$ cat src/design/atom_pkg.sv
package atom_pkg;

   // ======================================================================
   // Bus widths
   // ======================================================================

   // 6502 address and data bus
   localparam int addr_w = 16;
   localparam int data_w = 8;

   // External RAM holds 256K bytes
   localparam int ram_addr_w = 18;

   // ======================================================================
   // Clock enables
   // ======================================================================

   // One CPU slot every 64 clk64 cycles
   localparam int slot_div_w = 6;

   // 1 MHz slot rate / 208 / 2 gives the cassette carrier
   localparam int cas_div_count = 208;

   // ======================================================================
   // Memory map
   // ======================================================================

   // Pages compared against addr[15:4]
   localparam logic [11:0] pia_page   = 12'hb00;
   localparam logic [11:0] empty_page = 12'hb40;

   // Single byte locations
   localparam logic [addr_w-1:0] rom_latch_addr = 16'hbfff;
   localparam logic [addr_w-1:0] lock_addr      = 16'h00e7;

   // Lock flag position in the byte at 00E7
   localparam int lock_bit = 5;

   // ROM bank field taken from the latch
   localparam int rom_bank_w = 3;
   localparam logic [rom_bank_w-1:0] rom_bank_off = 3'd7;

   // Top RAM address bits for a banked A000 access
   localparam logic [2:0] bank_ram_prefix = 3'b010;

endpackage

$ cat src/design/address_decode.sv
`timescale 1ns/1ps

module address_decode
   (
      input  logic [atom_pkg::addr_w-1:0]     addr,
      input  logic [atom_pkg::rom_bank_w-1:0] rom_bank,
      output logic                            pia_sel,
      output logic                            empty_sel,
      output logic                            latch_sel,
      output logic                            a000_sel,
      output logic                            rom_sel
   );

   // ======================================================================
   // Memory map
   // ======================================================================
   // 0000-9FFF  RAM, video region included
   // A000-AFFF  banked ROM, or RAM when bank is 7
   // B000-B00F  8255 PIA
   // B400-B40F  empty, reads zero
   // BFFF       ROM bank latch
   // C000-FFFF  ROM
   // Everything else in B000-BFFF falls through to RAM

   // Upper nibble of the banked window
   logic [3:0] top_nibble;
   logic       upper_rom;
   logic       bank_on;

   assign top_nibble = addr[15:12];

   // 16 byte device pages
   assign pia_sel   = (addr[15:4] == atom_pkg::pia_page);
   assign empty_sel = (addr[15:4] == atom_pkg::empty_page);

   // Latch is a single byte
   assign latch_sel = (addr == atom_pkg::rom_latch_addr);

   // Banked window
   assign a000_sel = (top_nibble == 4'b1010);

   // C000-FFFF always ROM
   assign upper_rom = (addr[15:14] == 2'b11);

   // Bank 7 turns the A000 window into RAM
   assign bank_on = (rom_bank != atom_pkg::rom_bank_off);

   // Write protect covers every ROM byte
   assign rom_sel = upper_rom | (a000_sel & bank_on);

endmodule

$ cat src/design/atom_io.sv
`timescale 1ns/1ps

module atom_io
   (
      input  logic                            clk64,
      input  logic                            reset,
      input  logic [atom_pkg::addr_w-1:0]     cpu_addr,
      input  logic [atom_pkg::data_w-1:0]     cpu_wdata,
      input  logic                            cpu_we,
      input  logic                            cas_in,
      input  logic                            rept_n,
      input  logic                            fs_n,
      input  logic                            shift_n,
      input  logic                            ctrl_n,
      input  logic [5:0]                      keyout,
      input  logic [2*atom_pkg::data_w-1:0]   ram_rdata,
      output logic                            cpu_clken,
      output logic [atom_pkg::data_w-1:0]     cpu_din,
      output logic [3:0]                      kbd_row,
      output logic                            an_g,
      output logic [2:0]                      gm,
      output logic                            css,
      output logic                            cas_out,
      output logic                            lock,
      output logic [atom_pkg::ram_addr_w-1:0] ram_addr,
      output logic                            ram_we,
      output logic                            ram_oe
   );

   // Slot and tone
   logic cas_tone;

   // Captured bus
   logic [atom_pkg::addr_w-1:0] addr;
   logic [atom_pkg::data_w-1:0] wdata;
   logic                        rnw;

   // Decode results
   logic                            pia_sel;
   logic                            empty_sel;
   logic                            latch_sel;
   logic                            a000_sel;
   logic                            rom_sel;
   logic [atom_pkg::rom_bank_w-1:0] rom_bank;

   // PIA read data
   logic [atom_pkg::data_w-1:0] pia_rdata;

   // ======================================================================
   // Stage 1, timing and capture
   // ======================================================================

   clock_enables u_clock_enables (.clk64(clk64), .reset(reset),
      .cpu_clken(cpu_clken), .cas_tone(cas_tone));

   bus_capture u_bus_capture (.clk64(clk64), .reset(reset), .cpu_clken(cpu_clken),
      .cpu_addr(cpu_addr), .cpu_wdata(cpu_wdata), .cpu_we(cpu_we),
      .addr(addr), .wdata(wdata), .rnw(rnw));

   // ======================================================================
   // Stage 2, decode
   // ======================================================================

   address_decode u_address_decode (.addr(addr), .rom_bank(rom_bank),
      .pia_sel(pia_sel), .empty_sel(empty_sel), .latch_sel(latch_sel),
      .a000_sel(a000_sel), .rom_sel(rom_sel));

   // ======================================================================
   // Stage 3, peripherals and read path
   // ======================================================================

   pia_8255 u_pia_8255 (.clk64(clk64), .reset(reset), .cpu_clken(cpu_clken),
      .pia_reg(addr[1:0]), .wdata(wdata), .rnw(rnw), .pia_sel(pia_sel),
      .cas_tone(cas_tone), .cas_in(cas_in), .rept_n(rept_n), .fs_n(fs_n),
      .shift_n(shift_n), .ctrl_n(ctrl_n), .keyout(keyout),
      .pia_rdata(pia_rdata), .kbd_row(kbd_row), .an_g(an_g), .gm(gm),
      .css(css), .cas_out(cas_out));

   memory_map u_memory_map (.clk64(clk64), .reset(reset), .cpu_clken(cpu_clken),
      .addr(addr), .wdata(wdata), .rnw(rnw), .pia_sel(pia_sel),
      .empty_sel(empty_sel), .latch_sel(latch_sel), .a000_sel(a000_sel),
      .rom_sel(rom_sel), .pia_rdata(pia_rdata), .ram_rdata(ram_rdata),
      .rom_bank(rom_bank), .lock(lock), .ram_addr(ram_addr),
      .ram_we(ram_we), .ram_oe(ram_oe), .cpu_din(cpu_din));

endmodule

$ cat src/design/bus_capture.sv
`timescale 1ns/1ps

module bus_capture
   (
      input  logic                        clk64,
      input  logic                        reset,
      input  logic                        cpu_clken,
      input  logic [atom_pkg::addr_w-1:0] cpu_addr,
      input  logic [atom_pkg::data_w-1:0] cpu_wdata,
      input  logic                        cpu_we,
      output logic [atom_pkg::addr_w-1:0] addr,
      output logic [atom_pkg::data_w-1:0] wdata,
      output logic                        rnw
   );

   // Core outputs are only valid at the slot edge, so hold them
   // for the whole slot

   // Address and direction, idle as a read of 0000
   always_ff @(posedge clk64 or posedge reset)
   begin
      if (reset)
      begin
         addr <= '0;
         rnw  <= 1'b1;
      end
      else if (cpu_clken)
      begin
         addr <= cpu_addr;
         rnw  <= ~cpu_we;
      end
   end

   // Write data payload
   always_ff @(posedge clk64)
   begin
      if (cpu_clken)
         wdata <= cpu_wdata;
   end

endmodule

$ cat src/design/clock_enables.sv
`timescale 1ns/1ps

module clock_enables
   (
      input  logic clk64,
      input  logic reset,
      output logic cpu_clken,
      output logic cas_tone
   );

   // ======================================================================
   // CPU slot strobe
   // ======================================================================

   // Free running divider, wraps every 64 cycles
   logic [atom_pkg::slot_div_w-1:0] slot_div;

   always_ff @(posedge clk64 or posedge reset)
   begin
      if (reset)
      begin
         slot_div  <= '0;
         cpu_clken <= 1'b0;
      end
      else
      begin
         slot_div  <= slot_div + 1'b1;
         // Registered, so the pulse lands one cycle after zero
         cpu_clken <= (slot_div == '0);
      end
   end

   // ======================================================================
   // Cassette tone
   // ======================================================================

   // Counts CPU slots, toggles the tone on wrap
   logic [$clog2(atom_pkg::cas_div_count)-1:0] cas_div;

   always_ff @(posedge clk64 or posedge reset)
   begin
      if (reset)
      begin
         cas_div  <= '0;
         cas_tone <= 1'b0;
      end
      else if (cpu_clken)
      begin
         if (cas_div == $bits(cas_div)'(atom_pkg::cas_div_count - 1))
         begin
            cas_div  <= '0;
            cas_tone <= ~cas_tone;
         end
         else
            cas_div <= cas_div + 1'b1;
      end
   end

endmodule

$ cat src/design/memory_map.sv
`timescale 1ns/1ps

module memory_map
   (
      input  logic                            clk64,
      input  logic                            reset,
      input  logic                            cpu_clken,
      input  logic [atom_pkg::addr_w-1:0]     addr,
      input  logic [atom_pkg::data_w-1:0]     wdata,
      input  logic                            rnw,
      input  logic                            pia_sel,
      input  logic                            empty_sel,
      input  logic                            latch_sel,
      input  logic                            a000_sel,
      input  logic                            rom_sel,
      input  logic [atom_pkg::data_w-1:0]     pia_rdata,
      input  logic [2*atom_pkg::data_w-1:0]   ram_rdata,
      output logic [atom_pkg::rom_bank_w-1:0] rom_bank,
      output logic                            lock,
      output logic [atom_pkg::ram_addr_w-1:0] ram_addr,
      output logic                            ram_we,
      output logic                            ram_oe,
      output logic [atom_pkg::data_w-1:0]     cpu_din
   );

   logic [atom_pkg::data_w-1:0] rom_latch;
   logic                        lock_sel;

   // ======================================================================
   // ROM bank latch and lock snoop
   // ======================================================================

   assign lock_sel = (addr == atom_pkg::lock_addr);

   // Full byte kept so BFFF reads back what was written
   always_ff @(posedge clk64 or posedge reset)
   begin
      if (reset)
      begin
         rom_latch <= '0;
         lock      <= 1'b0;
      end
      else if (cpu_clken && !rnw)
      begin
         if (latch_sel)
            rom_latch <= wdata;
         // Shadow the OS lock flag as it goes to RAM
         if (lock_sel)
            lock <= wdata[atom_pkg::lock_bit];
      end
   end

   // Only the low bits select a bank
   assign rom_bank = rom_latch[atom_pkg::rom_bank_w-1:0];

   // ======================================================================
   // External RAM
   // ======================================================================

   // A000 window lands in the banked area, all else maps flat
   always_comb
   begin
      if (a000_sel)
         ram_addr = {atom_pkg::bank_ram_prefix, rom_bank, addr[11:0]};
      else
         ram_addr = {{(atom_pkg::ram_addr_w - atom_pkg::addr_w){1'b0}}, addr};
   end

   assign ram_oe = rnw;

   // One cycle write strobe, ROM protected
   assign ram_we = ~rnw & ~rom_sel & cpu_clken;

   // ======================================================================
   // CPU read data
   // ======================================================================

   always_comb
   begin
      if (pia_sel)
         cpu_din = pia_rdata;
      else if (empty_sel)
         cpu_din = '0;
      else if (latch_sel)
         cpu_din = rom_latch;
      // RAM word is 16 bits wide, pick a byte with addr[0]
      else if (addr[0])
         cpu_din = ram_rdata[2*atom_pkg::data_w-1:atom_pkg::data_w];
      else
         cpu_din = ram_rdata[atom_pkg::data_w-1:0];
   end

endmodule

$ cat src/design/pia_8255.sv
`timescale 1ns/1ps

module pia_8255
   (
      input  logic                        clk64,
      input  logic                        reset,
      input  logic                        cpu_clken,
      input  logic [1:0]                  pia_reg,
      input  logic [atom_pkg::data_w-1:0] wdata,
      input  logic                        rnw,
      input  logic                        pia_sel,
      input  logic                        cas_tone,
      input  logic                        cas_in,
      input  logic                        rept_n,
      input  logic                        fs_n,
      input  logic                        shift_n,
      input  logic                        ctrl_n,
      input  logic [5:0]                  keyout,
      output logic [atom_pkg::data_w-1:0] pia_rdata,
      output logic [3:0]                  kbd_row,
      output logic                        an_g,
      output logic [2:0]                  gm,
      output logic                        css,
      output logic                        cas_out
   );

   // Port directions are fixed as the Atom wires them
   // PA out, PB in, PC low out and PC high in

   logic [atom_pkg::data_w-1:0] port_a;
   logic [3:0]                  port_c_lo;
   logic [atom_pkg::data_w-1:0] port_b;
   logic [atom_pkg::data_w-1:0] port_c;
   logic                        pia_write;

   assign pia_write = pia_sel & ~rnw;

   // ======================================================================
   // Register writes
   // ======================================================================

   always_ff @(posedge clk64 or posedge reset)
   begin
      if (reset)
      begin
         port_a    <= '0;
         port_c_lo <= '0;
      end
      else if (cpu_clken && pia_write)
      begin
         case (pia_reg)
            2'b00: port_a <= wdata;
            2'b10: port_c_lo <= wdata[3:0];
            // Control word, bit 7 low means single bit set or reset
            2'b11:
               if (!wdata[7])
                  port_c_lo[wdata[2:1]] <= wdata[0];
            default: ;
         endcase
      end
   end

   // ======================================================================
   // Read side
   // ======================================================================

   // Keyboard columns and modifiers
   assign port_b = {shift_n, ctrl_n, keyout};

   // Sync, repeat and tape bits above the latched nibble
   assign port_c = {fs_n, rept_n, cas_in, cas_tone, port_c_lo};

   always_comb
   begin
      case (pia_reg)
         2'b00:   pia_rdata = port_a;
         2'b01:   pia_rdata = port_b;
         2'b10:   pia_rdata = port_c;
         default: pia_rdata = '0;
      endcase
   end

   // ======================================================================
   // Port outputs
   // ======================================================================

   // Keyboard scan row and VDG mode
   assign kbd_row = port_a[3:0];
   assign an_g    = port_a[4];
   assign gm      = port_a[7:5];
   assign css     = port_c_lo[3];

   // Tape gate, PC0 low forces high, PC1 lets the tone through
   assign cas_out = ~port_c_lo[0] | (port_c_lo[1] & ~cas_tone);

endmodule

$ cat config.mk
export PLATFORM = sky130hd
export DESIGN_NAME = atom_io
export DESIGN_NICKNAME = d
export VERILOG_FILES = /design/src/design/atom_pkg.sv /design/src/design/address_decode.sv /design/src/design/atom_io.sv /design/src/design/bus_capture.sv /design/src/design/clock_enables.sv /design/src/design/memory_map.sv /design/src/design/pia_8255.sv
export SDC_FILE = /design/constraint.sdc
export NUM_CORES = 1
export LEC_CHECK = 0
export CAP_MARGIN = 5
export CELL_PAD_IN_SITES_DETAIL_PLACEMENT = 1
export CELL_PAD_IN_SITES_GLOBAL_PLACEMENT = 2
export CORE_UTILIZATION = 43
export DETAILED_ROUTE_END_ITERATION = 8
export DONT_BUFFER_PORTS = 1
export PLACE_DENSITY_LB_ADDON = 0.12
export SYNTH_ARGS = -nofsm -noshare
export SYNTH_HDL_FRONTEND = slang
export SYNTH_HIERARCHICAL = 1
export SYNTH_SLANG_ARGS = --single-unit
$ cat constraint.sdc
create_clock -name clk64 -period 6.6 [get_ports clk64]
set_input_delay 0.99 -clock clk64 [delete_from_list [all_inputs] [get_ports clk64]]
set_output_delay 0.99 -clock clk64 [all_outputs]
set_load 0.01 [all_outputs]
# ---- Word-level counts from Yosys, hierarchy flattened
# Index checks and enable logic that the tools add are counted.
dict set report word_totals {
  word_cells 63
  out_inout_bits 40
  reg_bits 62
}
dict set report op_classes {
  eq_ne 12
  n_reduce_logical 12
  mux 12
  n_lt_le_gt_ge 2
  add_sub_neg 2
  bitwise 12
}
# op n
set op_table {}
lappend op_table {{2-to-1 mux 8 bit} 5}
lappend op_table {{equality test 12 bit (second input constant)} 2}
lappend op_table {{one-hot mux 8 bit (3 select lines)} 1}
lappend op_table {{2-to-1 mux 17 bit} 1}
lappend op_table {{equality test 16 bit (second input constant)} 1}
lappend op_table {{equality test 16 x 8 -> 1 bit (second input constant)} 1}
lappend op_table {{adder 8 x 1 -> 8 bit (second input constant)} 1}
lappend op_table {{equality test 8 bit (second input constant)} 1}
lappend op_table {{one-hot mux 4 bit (2 select lines)} 1}
lappend op_table {{AND reduction 2 bit} 4}
lappend op_table {{adder 6 x 1 -> 6 bit (second input constant)} 1}
lappend op_table {{equality test 2 bit (second input constant)} 3}
lappend op_table {{zero test 6 bit} 1}
lappend op_table {{AND 1 bit} 5}
lappend op_table {{NOT 1 bit} 5}
lappend op_table {{bitwise mux 4 bit} 1}
lappend op_table {{equality test 4 bit (second input constant)} 1}
lappend op_table {{2-to-1 mux 4 bit} 1}
lappend op_table {{logical AND 1 bit} 3}
lappend op_table {{less-than comparator 2 x 3 -> 1 bit (second input constant)} 1}
lappend op_table {{inequality test 3 bit (second input constant)} 1}
lappend op_table {{AND reduction 3 bit} 1}
lappend op_table {{demux 1 bit (select 2 bit)} 1}
lappend op_table {{equality test 2 x 1 -> 1 bit (second input constant)} 1}
lappend op_table {{7 further kinds} 8}

# ---- Logic depth before layout (Yosys ltp)
# Gate-level depths: netlist of run 1.
dict set report depth {
  ltp_word 7
  ltp_mapped 7
}

# ---- By module
# The synthesis of run 1 kept the hierarchy.
# module cells_per_inst instances seq_area_each_um2 area_each_um2
set modules_own_cells {}
lappend modules_own_cells {bus_capture 46 1 666.9 929.6}
lappend modules_own_cells {memory_map 97 1 225.2 840.8}
lappend modules_own_cells {pia_8255 77 1 300.3 793.3}
lappend modules_own_cells {clock_enables 64 1 400.4 753.2}
lappend modules_own_cells {address_decode 13 1 0.0 91.3}

# ---- Worst setup path after synthesis of run 1
# Ideal clock, no wire load.
dict set report synth_path {
  path_kind {reg-to-output}
  from {reg u_bus_capture/addr[8] (netlist name)}
  to {out cpu_din[0] (netlist name)}
  slack_ps 3404
  stages_incl_launch_ff 7
  arrival_time_ps 2206
  path_buffers 2
  cell_sequence {dfrtp_1 > or4_4 > nor4_1 > buf_2 > or2_2 > clkbuf_1 > o21ai_0}
}
dict set report synth_between {
  word_cells_on_any_way 6
  cone_classes {eq/ne: 3; mux: 3}
}
# item line
set synth_lines {}
lappend synth_lines {{from (decl)} bus_capture.sv:11} ;# output logic [atom_pkg::addr_w-1:0] addr,
lappend synth_lines {{from (signal assigned)} bus_capture.sv:29} ;# addr <= cpu_addr;
lappend synth_lines {{equality test 12 bit} address_decode.sv:33} ;# assign pia_sel = (addr[15:4] == atom_pkg::pia_page);
lappend synth_lines {{net pia_sel} atom_io.sv:39} ;# logic pia_sel;
lappend synth_lines {{2-to-1 mux 8 bit} memory_map.sv:80} ;# if (pia_sel)
lappend synth_lines {{to (decl)} atom_io.sv:18} ;# output logic [atom_pkg::data_w-1:0] cpu_din,
# The timed path passes the listed nets, and every way through them passes these cells.

# ---- Worst setup path after layout of run 1
dict set report layout_path {
  from {reg u_bus_capture/addr[8] (netlist name)}
  to {out cpu_din[2] (netlist name)}
}
# The elaborated chain is that of the path after synthesis.

==> results.md, run 1 <==
* WP data arrival at 2.27 ns
* Post-synth EDFFs at 8
* WHS at 0.489 ns
* Crit path required time at 5.61 ns
* Die Span Y at 91.0 um
* R2R Path Start: u_bus_capture/addr[8]$_DFFE_PP0P_
* Ys async rst share at 87.1%
* Clock-pin slew on the worst setup and hold paths at 0.07 ns
* Number of detailed-route iterations in the first pass at 4
* Critical path launch point type: register
* Total Die Area at 8290 um^2
* Antenna Nets Post-Route at 0
* H-tree depth at 3
* GR Util met2 at 30.9%
* Post-Route WL at 7.78 mm
* Final period utilization at 49.4%
* DP HPWL at 5.70 mm
* Fin. max-slew vios at 0
* Antenna cell count at 0
* Share of cells above drive strength 1 at 25.7%
* Synth Area in XOR/XNOR at 2.06%
* Predominant post-synthesis flop cell: dfrtp_1
* I/O Pins at 94
* Chip width at 91.0 um
* Grt met3 use at 6.78%
* Adder and majority gate portion of the synthesized area at 1.10%
* Via count at 2,221
* Critical path endpoint category: output port
* Avg Cell Area, Syn at 11.5 um^2
* Root buf cell: clkbuf_8
* Setup violations, final at 0
* DR vias/cell at 5.69
* CTS max path bufs at 2
* Largest stage delay, worst path at 0.59 ns
* RSZ-0062 raised after global routing: false
* Nets at 340
* Post-CTS Hold Fix Bufs at 0
* Commonest non-fill, non-tap cell in the layout: dfrtp_1
* Slew headroom at 38.1%
* Cell variety after synth at 58
* Final Wtd Congestion at 0.715
* Leakage at 1.56 nW
* Antenna violations before repair at 1
* Critical path class: reg -> out
* Initial Util at 44.3%
* Drt drc at 0
* Largest net degree at the start of global routing at 37
* Main combinational cell family by area after synthesis: multiplexers
* Mapped Area at 3410 um^2
* Post-layout minimum cycle time at 3.26 ns
* Synth Area in Simple Gates at 14.5%
* Mapped Cells at 297
* Cts bufs inserted at 9
* Worst Hold Class: in -> async
* Sink Count at 62
* Total global-route track usage at 20.2%
* Initial DRC count at 139
* Post-CTS Resized at 0
* Global-route wire length before repair at 12.6 mm
* Status: complete, no violations
* VDD IR max at 186 uV
* CTS tree: done
* Layout area overhead at 4.33%
* Synthesized Nets at 354
* Reg2reg setup slack at 4.05 ns
* Setup TNS at 0 ns
* Port bufs at 0
* Post CTS Setup Buffer Count at 0
* Worst r2r path cells at 6
* Skew-Pair Late Insertion Delay at 0.35 ns
* Yosys reg bits at 62
* Row count at 32
* WL per Instance at 19.9 um
* Seq/Total Area, Yosys at 46.7%
* GRT overflow at 0
* Filler instances at 831
* Worst path slowest cell: or4_4
* Reg area at 1590 um^2
* Area of the multi-input gates at 1550 um^2
* M1 GR Usage at 26.0%
* YS warnings at 6
* Slew @ Worst Pin at 0.929 ns
* Max-cap violations at 0
* Peak Freq at 0.307 GHz
* Synth Area in Compound Gates at 8.52%
* Vias in the first global route at 2,290
* Commonest cells after routing, fill and taps aside: 52 x dfrtp_1, 28 x mux2_2, 22 x nand2_1
* Skew final at 0.0135 ns
* Crit Path Max Fanout at 11
* Core area at 7690 um^2
* Hold Vio Cnt, Final at 0
* Mux contribution to synthesized area at 18.8%
* R2R Path End: u_pia_8255/port_a[5]$_DFFE_PP0P_
* Pwr dens at 219 nW/um^2
* Critical-path cell list: or4_4 > nor4_2 > buf_4 > or2_2 > o21ai_0
* Busiest grt layer: met2
-- cell type report --
| type | instances | share of cell area (%) |
|---|---|---|
| Multi-Input combinational cell | 190 | 43.6 |
| Sequential cell | 62 | 44.8 |
| Tap cell | 102 | 3.59 |
| Timing Repair Buffer | 5 | 0.985 |
| Clock inverter | 4 | 1.34 |
| Clock buffer | 12 | 4.08 |
| Inverter | 15 | 1.58 |
-- per-layer routing --
metal / vias to the layer above / part of all wire (%)
li1: 1026 / -
met1: 1112 / 46
met2: 72 / 46
met3: 11 / 7.0
met4: 0 / 1.6
met5: - / 0
-- Yosys cell counts, types with 4 or more instances --
cell type / count / area [um^2]
dfrtp_1: 53 / 1330
mux2_2: 28 / 315
nand2_1: 22 / 82.6
buf_4: 21 / 158
o21ai_0: 19 / 95.1
mux2i_1: 18 / 180
inv_1: 15 / 56.3
nor2_1: 12 / 45.0
mux2_4: 9 / 135
a21oi_1: 8 / 40.0
edfxtp_1: 8 / 240
nand3_1: 7 / 35.0
nor4_1: 6 / 37.5
xnor2_1: 5 / 43.8
buf_2: 4 / 20.0
-- metrics by stage --
step | worst slack [ns] | instances | area (um^2) | total power (W) | utilization (%)
3_3_place_gp | 3.75 | 373 | 3360 | 0.000455 | 43.7
3_5_place_dp | 3.68 | 373 | 3360 | 0.000456 | 43.7
5_1_grt | 3.20 | 390 | 3560 | 0.000810 | 46.3
4_1_cts | 3.31 | 389 | 3550 | 0.000788 | 46.2
6_report | 3.34 | 390 | 3560 | 0.000778 | 46.3
2_1_floorplan | 3.40 | 297 | 3410 | 0.000451 | -
-- flip-flops by register name, summed over array words and instances (netlist names) --
name                       flops
u_bus_capture/addr            16
u_bus_capture/rnw              1
u_bus_capture/wdata            8
u_clock_enables/cas_div        8
u_clock_enables/cas_tone       1
u_clock_enables/cpu_clken      1
u_clock_enables/slot_div       6
u_memory_map/lock              1
u_memory_map/rom_latch         8
u_pia_8255/port_a              8
u_pia_8255/port_c_lo           4
-- worst max-delay path, delay by kind of cell (launching register included) --
| kind | cells | cell delay, ns |
|---|---|---|
| simple gates | 3 | 1.04 |
| flops | 1 | 0.47 |
| buf+inv | 1 | 0.23 |
| compound gates | 1 | 0.20 |
-- cell families after synthesis --
family / count (synthesis)
muxes: 56
and+or+nand+nor: 79
other: 1
adders and majority gates: 3
buffers and inverters: 45
DFF: 62
xor gates and xnor gates: 8
AOI/OAI and AO/OA: 43
-- how the worst max path moves through the flow --
stage,from,to,cells past startpoint
2_1_floorplan,u_bus_capture/addr[8]$_DFFE_PP0P_,cpu_din[0],6
3_3_place_gp,u_bus_capture/addr[8]$_DFFE_PP0P_,cpu_din[5],5
3_5_place_dp,u_bus_capture/addr[8]$_DFFE_PP0P_,cpu_din[3],5
4_1_cts,u_bus_capture/addr[8]$_DFFE_PP0P_,cpu_din[3],5
5_1_grt,u_bus_capture/addr[8]$_DFFE_PP0P_,cpu_din[0],5
6_report,u_bus_capture/addr[8]$_DFFE_PP0P_,cpu_din[2],5
-- report_power, final --
| group | total (W) | switching, W | internal [W] |
|---|---|---|---|
| Sequential | 0.000403 | 0.0000103 | 0.000392 |
| Clock | 0.000331 | 0.000147 | 0.000184 |
| Combinational | 0.0000447 | 0.0000268 | 0.0000179 |
No activity file was read; power rests on OpenSTA's default activity.
==> run 2: changes to the inputs <==
--- a/config.mk
+++ b/config.mk
@@ -8,7 +8,7 @@
 export CAP_MARGIN = 5
 export CELL_PAD_IN_SITES_DETAIL_PLACEMENT = 1
 export CELL_PAD_IN_SITES_GLOBAL_PLACEMENT = 2
-export CORE_UTILIZATION = 43
+export CORE_UTILIZATION = 40
 export DETAILED_ROUTE_END_ITERATION = 8
 export DONT_BUFFER_PORTS = 1
 export PLACE_DENSITY_LB_ADDON = 0.12
==> constraint.sdc (replaced) <==
create_clock -name clk64 -period 3.31 [get_ports clk64]
set_input_delay 0.4965 -clock clk64 [delete_from_list [all_inputs] [get_ports clk64]]
set_output_delay 0.4965 -clock clk64 [all_outputs]
set_load 0.01 [all_outputs]
==> run 2 against run 1 <==
  * Flip-flop and latch count is the same
  * Sequential power up 100%
  * Design area increased by 0.88%
  * Critical endpoint unchanged
  * Largest cell class unchanged
==> results.md, run 2 (synthesized netlist as in run 1, its figures left out) <==
* Initial Util at 41.5% (was 44.3%)
* Crit path required time at 2.81 ns (was 5.61 ns)
* Commonest cells after routing, fill and taps aside: 52 x dfrtp_1, 28 x mux2_2, 22 x nand2_1 (unchanged)
* Chip width at 94.3 um (was 91.0 um)
* Initial DRC count at 66 (was 139)
* Layout area overhead at 5.25% (was 4.33%)
* Worst path slowest cell: or4_4 (unchanged)
* Core area at 8220 um^2 (was 7690 um^2)
* Top reg by flops: u_bus_capture/addr (unchanged)
* Skew-Pair Late Insertion Delay at 0.33 ns (was 0.35 ns)
* WHS at 0.00855 ns (was 0.489 ns)
* Drt drc at 0 (unchanged)
* Slew headroom at 57.2% (was 38.1%)
* Fin. max-slew vios at 0 (unchanged)
* Cts bufs inserted at 9 (unchanged)
* Final instance area at 3590 um^2 (was 3560 um^2)
* Critical Path Stages at 6 (was 5)
* Reg area at 1590 um^2 (unchanged)
* Largest net degree at the start of global routing at 21 (was 37)
* Via count at 2,217 (was 2,221)
* Critical path class: reg -> out (unchanged)
* CP most frequent cell: buf_4
* Status: complete, no violations (unchanged)
* Critical path endpoint category: output port (unchanged)
* Post-layout minimum cycle time at 2.88 ns
* H-tree depth at 3 (unchanged)
* Slew @ Worst Pin at 0.641 ns (was 0.929 ns)
* DP HPWL at 6.18 mm (was 5.70 mm)
* Worst Hold Class: in -> async (unchanged)
* Max-cap violations at 0 (unchanged)
* Total Die Area at 8890 um^2 (was 8290 um^2)
* Critical path launch point type: register (unchanged)
* Hold Vio Cnt, Final at 0 (unchanged)
* Total global-route track usage at 20.5% (was 20.2%)
* CTS tree: done (unchanged)
* Setup TNS at 0 ns (unchanged)
* GRT overflow at 0 (unchanged)
* Final cell count without fillers at 398 (was 390)
* Area of the multi-input gates at 1550 um^2 (unchanged)
* Worst r2r path cells at 6 (unchanged)
* Antenna Nets Post-Route at 0 (unchanged)
* CP delay by family, top: simple AND/OR/NAND/NOR gates (unchanged)
* Antenna violations before repair at 0 (was 1)
* Post-Route WL at 8.23 mm (was 7.78 mm)
* Antenna cell count at 0 (unchanged)
* VDD IR max at 208 uV (was 186 uV)
* Skew final at 0.00857 ns (was 0.0135 ns)
* Setup violations, final at 0 (unchanged)
* RSZ-0062 raised after global routing: false (unchanged)
* Nets at 345 (was 340)
* Number of cells after detailed placement at 382 (was 373)
* Critical-path cell list: or4_4 > nor4_2 > buf_4 > or2_2 > o21ai_0 > buf_4 (was or4_4 > nor4_2 > buf_4 > or2_2 > o21ai_0)
* Root buf cell: clkbuf_8 (unchanged)
* Global-route wire length before repair at 13.2 mm (was 12.6 mm)
* Port bufs at 0 (unchanged)
* I/O Pins at 94 (unchanged)
* Post-CTS Hold Fix Bufs at 0 (unchanged)
* Max reg flops at 16 (unchanged)
* Row count at 33 (was 32)
* CP Buf/Inv Count at 2 (was 1)
* Vias in the first global route at 2,290 (unchanged)
* Post-CTS Resized at 0 (unchanged)
* Placed Area at 3410 um^2 (was 3360 um^2)
* Leakage at 1.57 nW (was 1.56 nW)
* Final Wtd Congestion at 0.735 (was 0.715)
* WL per Instance at 20.7 um (was 19.9 um)
* CTS max path bufs at 2 (unchanged)
* Sink Count at 62 (unchanged)
* Power consumption at 0.00151 W (was 0.000778 W)
* Filler instances at 897 (was 831)
* Die Span Y at 94.3 um (was 91.0 um)
* Crit Path Max Fanout at 11 (unchanged)
* Peak Freq at 0.347 GHz
* Share of cells above drive strength 1 at 26.6% (was 25.7%)
* Number of detailed-route iterations in the first pass at 4 (unchanged)
* DR vias/cell at 5.57 (was 5.69)
* Final period utilization at 87.1%
* Clock-pin slew on the worst setup and hold paths at 0.07 ns (about the same)
* WP data arrival at 2.39 ns (was 2.27 ns)
* Post CTS Setup Buffer Count at 0 (unchanged)
* Largest stage delay, worst path at 0.59 ns (about the same)
* Commonest non-fill, non-tap cell in the layout: dfrtp_1 (unchanged)
* Pwr dens at 420 nW/um^2 (was 219 nW/um^2)
==> run 2: per-stage QoR <==
step | utilization, % | worst slack (ns)
2_1_floorplan | - | 0.607
3_3_place_gp | 41.5 | 0.813
3_5_place_dp | 41.5 | 0.751
4_1_cts | 43.7 | 0.407
5_1_grt | 43.7 | 0.295
6_report | 43.7 | 0.426
==> run 2: power by group <==
group          total (W)  internal [W]  switching [W]  leakage [nW]
Combinational  0.0000940     0.0000399      0.0000541         0.720
Clock           0.000608      0.000317       0.000290        0.0848
Sequential      0.000806      0.000782      0.0000236         0.765
Total            0.00151       0.00114       0.000368          1.57
==> run 2: cell type report <==
| type | instances | area share (%) |
|---|---|---|
| Clock buffer | 13 | 4.46 |
| Clock inverter | 3 | 0.558 |
| Inverter | 15 | 1.57 |
| Multi-Input combinational cell | 190 | 43.2 |
| Sequential cell | 62 | 44.4 |
| Tap cell | 105 | 3.66 |
| Timing Repair Buffer | 10 | 2.09 |
==> run 2: worst paths after layout <==
kind / start / endpoint / slack, ns
hold / removal: reset / u_memory_map/rom_latch[7]$_DFFE_PP0P_ / 0.009
hold reg to reg: u_clock_enables/slot_div[0]$_DFF_PP0_ / u_clock_enables/slot_div[0]$_DFF_PP0_ / 0.47
setup reg to reg: u_bus_capture/addr[8]$_DFFE_PP0P_ / u_pia_8255/port_a[1]$_DFFE_PP0P_ / 0.77
min in group clk64: cpu_we / u_bus_capture/rnw$_DFFE_PP1P_ / 0.23
max in group asynchronous: reset / u_clock_enables/cpu_clken$_DFF_PP0_ / 2.73
setup / recovery: u_bus_capture/addr[8]$_DFFE_PP0P_ / cpu_din[2] / 0.43
==> run 2: routing by layer <==
metal  share of wire (%)  global-route usage (%)  vias up
met2                  47                    31.2       63
met4                0.62                    5.51        0
met3                 7.0                    7.12        4
met5                   0                       0        -
met1                  45                    27.7     1113
li1                    -                       -     1037
==> run 2: worst reg2reg max path, stage by stage, from the launching register on <==
cell      delay, ns
dfrtp_1        0.47
or4_4          0.59
nor4_2         0.26
buf_4          0.22
nand3b_4       0.12
nor3_4         0.37
mux2_2         0.39
